==> src/logic/bd_pkg.sv <==
package bd_pkg;

	// chip side word
	localparam int bd_data_w = 20;               // two body flits
	localparam int bd_half_w = bd_data_w / 2;    // one flit payload

	// which neighbor a word came from
	typedef enum logic {
		side_top = 1'b0,
		side_bot = 1'b1
	} side_e;

	// 21 bit word toward the chip
	typedef struct packed {
		side_e                side;  // source board side
		logic [bd_half_w-1:0] hi;    // first flit of the pair
		logic [bd_half_w-1:0] lo;    // second flit, zero on an odd tail
	} bd_word_t;

endpackage

==> src/logic/stack_pkg.sv <==
package stack_pkg;

	// board to board link format
	localparam int flit_w = 11;                 // tail + 10 bit payload
	localparam int payload_w = flit_w - 1;      // body data bits
	localparam int tag_w = payload_w - 2;       // head bits left after route

	// route code in the head flit
	// codes 2 and 3 are not named and get the same handling as route_pass
	typedef enum logic [1:0] {
		route_bd   = 2'd0,  // deliver to the chip
		route_pass = 2'd1   // forward to the opposite neighbor
	} route_e;

	// head flit view
	typedef struct packed {
		logic               tail;   // set on an empty packet
		route_e             route;
		logic [tag_w-1:0]   tag;    // opaque, travels with the head
	} flit_head_t;

	// body flit view
	typedef struct packed {
		logic                 tail;  // last flit of the packet
		logic [payload_w-1:0] data;
	} flit_body_t;

	// one link word read two ways
	// the tail bit sits at bit 10 in both views
	typedef union packed {
		flit_head_t head;  // first flit of a packet
		flit_body_t body;  // all flits after it
	} flit_u;

endpackage

==> src/logic/bd_merge.sv <==
module bd_merge (
	input  logic              osc,
	input  logic              rst_n,
	input  bd_pkg::bd_word_t  top_word,
	input  logic              top_valid,
	output logic              top_ready,
	input  bd_pkg::bd_word_t  bot_word,
	input  logic              bot_valid,
	output logic              bot_ready,
	output bd_pkg::bd_word_t  bd_out,        // single word toward the chip
	output logic              bd_out_valid,
	input  logic              bd_out_ready
);

	logic out_free;   // output reg empty or emptying
	logic contend;    // both sides asking
	logic prio_bot;   // bot wins the next contention
	logic grant_top;
	logic grant_bot;
	logic grant_any;

	assign out_free  = !bd_out_valid || bd_out_ready;
	assign contend   = top_valid && bot_valid;
	assign grant_any = grant_top || grant_bot;

	// round robin grant
	always_comb begin
		grant_top = 1'b0;
		grant_bot = 1'b0;
		if (out_free) begin
			if (contend) begin
				grant_bot = prio_bot;
				grant_top = !prio_bot;
			end else begin
				grant_top = top_valid;  // lone requester always wins
				grant_bot = bot_valid;
			end
		end
	end

	// grant doubles as ready
	assign top_ready = grant_top;
	assign bot_ready = grant_bot;

	// control state
	always_ff @(posedge osc) begin
		if (!rst_n) begin
			bd_out_valid <= 1'b0;
			prio_bot     <= 1'b0;  // top first
		end else begin
			if (grant_any)
				bd_out_valid <= 1'b1;
			else if (bd_out_ready)
				bd_out_valid <= 1'b0;

			// pointer only moves on a contended grant
			if (contend && grant_any)
				prio_bot <= !prio_bot;
		end
	end

	// output word
	always_ff @(posedge osc) begin
		if (grant_top)
			bd_out <= top_word;
		else if (grant_bot)
			bd_out <= bot_word;
	end

endmodule

==> src/logic/flit_assembler.sv <==
module flit_assembler (
	input  logic              osc,
	input  logic              rst_n,
	input  bd_pkg::side_e     side,        // tied per instance
	input  stack_pkg::flit_u  in,          // flits from the neighbor
	input  logic              in_valid,
	output logic              in_ready,
	output stack_pkg::flit_u  fwd,         // pass-through to the far side
	output logic              fwd_valid,
	input  logic              fwd_ready,
	output bd_pkg::bd_word_t  word,        // packed pairs for the chip
	output logic              word_valid,
	input  logic              word_ready
);

	// packet parser states
	typedef enum logic [1:0] {
		st_head,     // waiting on a head flit
		st_collect,  // body flits go to the chip
		st_pass      // body flits go to the far side
	} state_e;

	state_e state;
	state_e state_nxt;

	logic                            hi_full;    // first half of a pair staged
	logic [stack_pkg::payload_w-1:0] hi_q;       // staged first half

	logic fwd_free;   // forward reg can take a flit this cycle
	logic word_free;  // word reg can take a word this cycle
	logic take;       // input handshake
	logic is_tail;
	logic head_bd;    // head asks for chip delivery
	logic fwd_load;
	logic word_load;
	logic hi_load;

	assign fwd_free  = !fwd_valid || fwd_ready;   // empty or draining now
	assign word_free = !word_valid || word_ready;
	assign is_tail   = in.body.tail;              // same bit in the head view
	assign head_bd   = (in.head.route == stack_pkg::route_bd); // 2 and 3 fall to pass
	assign take      = in_valid && in_ready;

	// ready only looks at the register the flit is headed for
	always_comb begin
		in_ready = 1'b1;  // drops and staging never stall
		case (state)
			st_head: begin
				if (!in.head.tail && !head_bd)
					in_ready = fwd_free;  // head is copied forward
			end
			st_collect: begin
				if (hi_full || is_tail)
					in_ready = word_free; // this flit closes a word
			end
			st_pass: begin
				in_ready = fwd_free;
			end
			default: begin
				in_ready = 1'b0;
			end
		endcase
	end

	// next state and load strobes
	always_comb begin
		state_nxt = state;
		fwd_load  = 1'b0;
		word_load = 1'b0;
		hi_load   = 1'b0;
		if (take) begin
			case (state)
				st_head: begin
					if (in.head.tail) begin
						state_nxt = st_head;     // empty packet, dropped
					end else if (head_bd) begin
						state_nxt = st_collect;  // head itself is not delivered
					end else begin
						fwd_load  = 1'b1;        // pass packets keep their head
						state_nxt = st_pass;
					end
				end
				st_collect: begin
					if (hi_full || is_tail)
						word_load = 1'b1;
					else
						hi_load = 1'b1;
					if (is_tail)
						state_nxt = st_head;
				end
				st_pass: begin
					fwd_load = 1'b1;
					if (is_tail)
						state_nxt = st_head;
				end
				default: begin
					state_nxt = st_head;
				end
			endcase
		end
	end

	// control state
	always_ff @(posedge osc) begin
		if (!rst_n) begin
			state      <= st_head;
			hi_full    <= 1'b0;
			fwd_valid  <= 1'b0;
			word_valid <= 1'b0;
		end else begin
			state <= state_nxt;

			if (fwd_load)
				fwd_valid <= 1'b1;
			else if (fwd_ready)
				fwd_valid <= 1'b0;  // taken by the neighbor

			if (word_load)
				word_valid <= 1'b1;
			else if (word_ready)
				word_valid <= 1'b0; // taken by the merge

			if (hi_load)
				hi_full <= 1'b1;
			else if (word_load)
				hi_full <= 1'b0;    // pair closed or odd tail
		end
	end

	// payload registers
	always_ff @(posedge osc) begin
		if (fwd_load)
			fwd <= in;  // unchanged copy
		if (hi_load)
			hi_q <= in.body.data;
		if (word_load) begin
			word.side <= side;
			if (hi_full) begin
				word.hi <= hi_q;          // second flit of the pair
				word.lo <= in.body.data;
			end else begin
				word.hi <= in.body.data;  // odd tail
				word.lo <= '0;
			end
		end
	end

endmodule

==> src/logic/stack_core.sv <==
module stack_core (
	input  logic              osc,
	input  logic              rst_n,
	input  stack_pkg::flit_u  top_in,          // from the board above
	input  logic              top_in_valid,
	output logic              top_in_ready,
	input  stack_pkg::flit_u  bot_in,          // from the board below
	input  logic              bot_in_valid,
	output logic              bot_in_ready,
	output stack_pkg::flit_u  top_out,         // to the board above
	output logic              top_out_valid,
	input  logic              top_out_ready,
	output stack_pkg::flit_u  bot_out,         // to the board below
	output logic              bot_out_valid,
	input  logic              bot_out_ready,
	output bd_pkg::bd_word_t  bd_out,          // to the chip
	output logic              bd_out_valid,
	input  logic              bd_out_ready
);

	// assembler to merge links
	bd_pkg::bd_word_t top_word;
	logic             top_word_valid;
	logic             top_word_ready;
	bd_pkg::bd_word_t bot_word;
	logic             bot_word_valid;
	logic             bot_word_ready;

	// top side, pass traffic leaves at the bottom
	flit_assembler top_assembler (
		.osc        (osc),
		.rst_n      (rst_n),
		.side       (bd_pkg::side_top),
		.in         (top_in),
		.in_valid   (top_in_valid),
		.in_ready   (top_in_ready),
		.fwd        (bot_out),
		.fwd_valid  (bot_out_valid),
		.fwd_ready  (bot_out_ready),
		.word       (top_word),
		.word_valid (top_word_valid),
		.word_ready (top_word_ready)
	);

	// bottom side, pass traffic leaves at the top
	flit_assembler bot_assembler (
		.osc        (osc),
		.rst_n      (rst_n),
		.side       (bd_pkg::side_bot),
		.in         (bot_in),
		.in_valid   (bot_in_valid),
		.in_ready   (bot_in_ready),
		.fwd        (top_out),
		.fwd_valid  (top_out_valid),
		.fwd_ready  (top_out_ready),
		.word       (bot_word),
		.word_valid (bot_word_valid),
		.word_ready (bot_word_ready)
	);

	bd_merge merge (
		.osc          (osc),
		.rst_n        (rst_n),
		.top_word     (top_word),
		.top_valid    (top_word_valid),
		.top_ready    (top_word_ready),
		.bot_word     (bot_word),
		.bot_valid    (bot_word_valid),
		.bot_ready    (bot_word_ready),
		.bd_out       (bd_out),
		.bd_out_valid (bd_out_valid),
		.bd_out_ready (bd_out_ready)
	);

endmodule

==> config.mk <==
export PLATFORM = sky130hd
export DESIGN_NAME = stack_core
export DESIGN_NICKNAME = d
export VERILOG_FILES = /design/src/logic/bd_pkg.sv /design/src/logic/stack_pkg.sv /design/src/logic/bd_merge.sv /design/src/logic/flit_assembler.sv /design/src/logic/stack_core.sv
export SDC_FILE = /design/constraint.sdc
export NUM_CORES = 1
export LEC_CHECK = 0
export BUFFER_PORTS_ARGS = -buffer_cell sky130_fd_sc_hd__buf_2
export CAP_MARGIN = 20
export CORE_MARGIN = 2
export CORE_UTILIZATION = 57
export CTS_BUF_LIST = sky130_fd_sc_hd__clkbuf_8
export DETAILED_ROUTE_END_ITERATION = 8
export GPL_TIMING_DRIVEN = 0
export PLACE_DENSITY = 0.81
export SLEW_MARGIN = 20
export SYNTH_ARGS = -nofsm -noshare
export SYNTH_HDL_FRONTEND = slang
export SYNTH_SLANG_ARGS = --single-unit
==> constraint.sdc <==
create_clock -name osc -period 7.83 [get_ports osc]
set_input_delay 1.566 -clock osc [delete_from_list [all_inputs] [get_ports osc]]
set_output_delay 1.566 -clock osc [all_outputs]
set_load 0.005 [all_outputs]
# Word-level counts from Yosys, hierarchy flattened
# Index checks and enable logic that the tools add are counted.
# classes
n_addsub	0
multipliers	0
div_mod_pow	0
n_lt_le_gt_ge	0
eq_ne	6
shifts	0
n_mux	56
bitwise	0
reduce_logical	40
# op_table
operator	n
two-way mux 20 bit	3
two-way mux 1 bit	40
two-way mux 21 bit	1
nonzero test 2 bit	8
two-way mux 2 bit	6
logical NOT 1 bit	10
logical NOT 2 bit	4
logical OR 1 bit	8
case mux 2 bit (2 select lines)	2
logical AND 1 bit	6
case mux 1 bit (3 select lines)	2
== test 2 x 1 -> 1 bit (second input constant)	2
== test 2 bit (second input constant)	2
!= test 2 x 1 -> 1 bit (second input constant)	2
case mux 1 bit (2 select lines)	2
AND reduction 2 bit	2
OR reduction 2 bit	2
# word_totals
reg_bits	115
latch_bits	0
mem_bits_rw	0
rom_bits	0
in_bits	29
output_inout_bits	48
wordCells	123
memories	0

# Logic depth before layout (Yosys ltp)
# logic_depth
word_depth	10
depth_mapped	6
depth_no_buf	6

# Hierarchy
# Synthesis repeated with hierarchy kept, for this count alone.
# unflattened
hier_cells	279
area_unflattened_um2	4799.6
# by_module_without_submodules
module	n_inst	cells_per_inst	area_each_um2	seq_area_each_um2
flit_assembler	2	109	1853.0	1361.3
bd_merge	1	59	1086.0	670.6
stack_core	1	2	7.5	0.0

# Worst setup path before layout
# No wires, ideal clock.
# synth_timing
kind	input-to-reg
startpoint	in top_in[8] (netlist bit)
endpoint	reg top_assembler.word[0] (netlist bit) (enable)
setup_time_ns	0.422
arrival_time_ns	3.415
t_required_ns	7.408
slack_ns	3.992
cell_stages	4
n_path_buf	0
cell_sequence	nor2_1 nor3_2 o21a_1 nor3_1
# synth_between
elab_chain_cells	7
# synth_rtl
item	line_no	rtl
start: declaration	stack_core.sv:4	input stack_pkg::flit_u top_in,
logical NOT 2 bit	flit_assembler.sv:41	assign head_bd = (in.head.route == stack_pkg::route_bd);
logical NOT 1 bit	flit_assembler.sv:49	if (!in.head.tail && !head_bd)
logical AND 1 bit	flit_assembler.sv:49	
two-way mux 1 bit	flit_assembler.sv:49	
case mux 1 bit (3 select lines)	flit_assembler.sv:47	case (state)
logical AND 1 bit	flit_assembler.sv:42	assign take = in_valid && in_ready;
two-way mux 1 bit	flit_assembler.sv:71	if (take) begin
named net top_assembler.word_load	flit_assembler.sv:35	logic word_load;
end: declaration	flit_assembler.sv:11	output bd_pkg::bd_word_t word,
# The timed path passes the listed nets, and every way through them passes these cells.
# A chain may end at the register's enable or synchronous reset.

# Worst setup path after layout
# layout_timing
startpoint	in bd_out_ready
endpoint	out bot_in_ready
# layout_between
elab_chain_cells	5
# layout_rtl
item	line_no	rtl
start: declaration	stack_core.sv:18	input logic bd_out_ready
logical OR 1 bit	bd_merge.sv:22	assign out_free = !bd_out_valid || bd_out_ready;
two-way mux 1 bit	bd_merge.sv:30	if (out_free) begin
logical OR 1 bit	flit_assembler.sv:39	assign word_free = !word_valid || word_ready;
two-way mux 1 bit	flit_assembler.sv:53	if (hi_full || is_tail)
case mux 1 bit (3 select lines)	flit_assembler.sv:47	
end: declaration	stack_core.sv:9	output logic bot_in_ready,
# No other way between the ends.

==> summary.md <==
| Metric | Value |
|---|---|
| Peak Freq | `0.246 GHz` |
| Asr flop ratio synth | `0%` |
| Congestion Overflow GR | `0` |
| Starting Density | `58.9%` |
| Slew HR | `43.9%` |
| Worst skew pair latency | `0.42 ns` |
| H-tree levels | `4` |
| Syn Area/Cell | `16.6 µm²` |
| Post-route ant nets | `0` |
| Synth top area share | `67.7%` |
| Number of setup violations in the final report | `0` |
| Fin. max-slew vios | `0` |
| Setup Fix Bufs, Post-CTS | `0` |
| DR WL/cell | `16.8 µm` |
| Hold_buf cts | `0` |
| Area Growth Syn to Fin | `21.0%` |
| Synth area leader | `edfxtp_1` |
| CTS root buffer | `clkbuf_8` |
| Post-synth EDFFs | `103` |
| #FFs+latches synth | `115` |
| Vias per cell | `5.23` |
| CP Max Fanout | `3` |
| RSZ-0062 raised after global routing | `false` |
| Worst Path Required | `6.26 ns` |
| Vias in the first global route | `2567` |
| Synth unique cells | `36` |
| Share of cells above drive strength 1 | `44.2%` |
| TritonRoute pass-1 iters | `4` |
| Vias | `2556` |
| Row count | `32` |
| Max VDD drop | `0.133 mV` |
| Die Y-Extent | `93.6 µm` |
| Fin crit share | `51.8%` |
| HPWL Detailed | `5710 µm` |
| Layout Utilization | `71.2%` |
| Remaining DRCs | `0` |
| Total Routing Usage GR | `20.4%` |
| Worst hold path type | `reg2reg` |
| Num CTS Buffers | `17` |
| Die ar. | `8750 µm²` |
| Inserted Diodes | `0` |
| Ys flop type | `edfxtp_1` |
| Clock slew at reported path FFs | `0.07 ns` |
| Maxcap violations | `0` |
| Crit path DAT | `2.49 ns` |
| CTS Sinks | `115` |
| Crit path time final | `4.06 ns` |
| Status | `complete, no violations` |
| Post-synthesis cell count | `275` |
| Placeable Area | `7770 µm²` |
| Ports | `77` |
| Mapped Area | `4570 µm²` |
| Final nets | `411` |
| Post-synthesis sequential area ratio | `72.9%` |
| Crit start category | `primary input` |
| Cell Pwr Density | `230 nW/µm²` |
| IO Port Bufs | `76` |
| Net Count, Synth | `312` |
| Starting DRT DRC Count | `134` |
| Lkg Pwr | `2.05 nW` |
| Setup TNS | `0 ns` |
| Largest net degree at the start of global routing | `17` |
| Pin slew with the least headroom to its limit | `0.837 ns` |
| Most frequent cells after synthesis | `103 x edfxtp_1, 40 x mux2_2, 23 x and2_1` |
| Initial antenna violation count | `0` |
| Clock Path Buffers | `2` |
| Yosys warns | `0` |
| Post-Route WL | `8220 µm` |
| Global-route wire length before repair | `12900 µm` |
| Reg2reg setup slack | `5.84 ns` |
| Gates resized, CTS repair | `0` |
| Gpl congestion | `0.747` |
| CTS tree | `done` |
| Synth top area cells | `edfxtp_1 68%, mux2_2 9.9%, dfxtp_1 5.3%` |
| Setup Skew | `0.00894 ns` |
| Hold Fails Final Rpt | `0` |
| Setup CP Type | `in2out` |
| Count leader, synth | `edfxtp_1` |
| CP Capture Type | `output port` |
| Die Span X | `93.6 µm` |
## where the power goes
group          total (W)  leakage [nW]  switching (W)  internal (W)
clock           0.000534         0.182       0.000250      0.000284
combinational  0.0000586         0.845      0.0000327     0.0000260
sequential      0.000682          1.02     0.00000388      0.000679
## layout by cell type, fill, tap and decap left out, drive strengths merged
cell,instances
nand4,2
inv,11
o211a,1
nand2b,3
buf,85
mux2i,4
a21oi,3
dfxtp,12
o22ai,1
clkinv,6
edfxtp,103
xnor2,1
o2bb2ai,1
clkbuf,20
a21boi,6
o221a,1
mux2,40
o21a,2
nand2,14
o21ai,5
and2,23
bufinv,2
nor2b,7
nand3b,1
clkinvlp,5
nor2,10
ha,8
nand3,3
nor3,4
nor3b,2
o221ai,1
## routing by layer
layer / global-route usage (%) / wire (µm) / up-vias
met3: 7.25 / 382 / 6
met5: 0 / 0 / -
li1: - / - / 1217
met4: 7.00 / 75 / 0
met2: 34.3 / 4410 / 70
met1: 24.7 / 3350 / 1263
## worst paths after layout
check        cells past startpoint                endpoint              startpoint
max                              6            bot_in_ready            bd_out_ready
min                              2  bot_assembler.state[0]  bot_assembler.state[0]
max reg2reg                      6   bot_assembler.word[5]  bot_assembler.state[0]
min reg2reg                      2  bot_assembler.state[0]  bot_assembler.state[0]
## kinds of logic (layout without fill, tap and decap cells)
family / after synthesis / in the layout / synth area share, %
flip-flops: 115 / 115 / 72.9
AND/OR/NAND/NOR: 69 / 69 / 8.51
multiplexers: 44 / 44 / 10.7
AO/OA/AOI/OAI: 21 / 21 / 3.67
buffers and inverters: 17 / 129 / 1.81
adder cells (fa/ha/maj): 8 / 8 / 2.19
XOR/XNOR: 1 / 1 / 0.192
## worst max-delay path: stages
cell and delay, ns:
buf_2 0.10, nor2b_1 0.25, o221ai_2 0.17, o2bb2ai_2 0.16, nor2b_1 0.13, buf_2 0.12
## through the flow
stage	setup slack [ns]	total power, W	cells	hold WS [ns]	instance area (µm²)
3_3_place_gp	3.15	0.000752	453	0.490	5080
6_report	3.77	0.00127	489	0.511	5530
2_1_floorplan	3.99	0.000725	275	0.471	4570
4_1_cts	3.77	0.00128	489	0.514	5530
3_5_place_dp	3.77	0.000755	457	0.506	5140
5_1_grt	3.65	0.00132	489	0.547	5530
## flip-flops by register name, indices dropped and copies added (netlist names)
register / cells
bot_assembler.state: 2
bot_assembler.word: 20
bot_assembler.fwd: 11
bot_assembler.hi_full: 1
top_assembler.word_valid: 1
bot_assembler.word_valid: 1
top_assembler.word: 20
top_assembler.state: 2
top_assembler.hi_q: 10
top_assembler.fwd_valid: 1
bot_assembler.fwd_valid: 1
bot_assembler.hi_q: 10
merge.bd_out: 21
top_assembler.fwd: 11
top_assembler.hi_full: 1
merge.bd_out_valid: 1
merge.prio_bot: 1
## final cells by class
type / count / area (µm²)
Tap cell: 102 / 128
Fill cell: 534 / 2230
Buffer: 8 / 48.8
Timing Repair Buffer: 80 / 425
Clock inverter: 15 / 159
Inverter: 9 / 33.8
Multi-Input combinational cell: 143 / 1170
Clock buffer: 17 / 234
Sequential cell: 115 / 3330
Power figures use the tool's default switching activity.
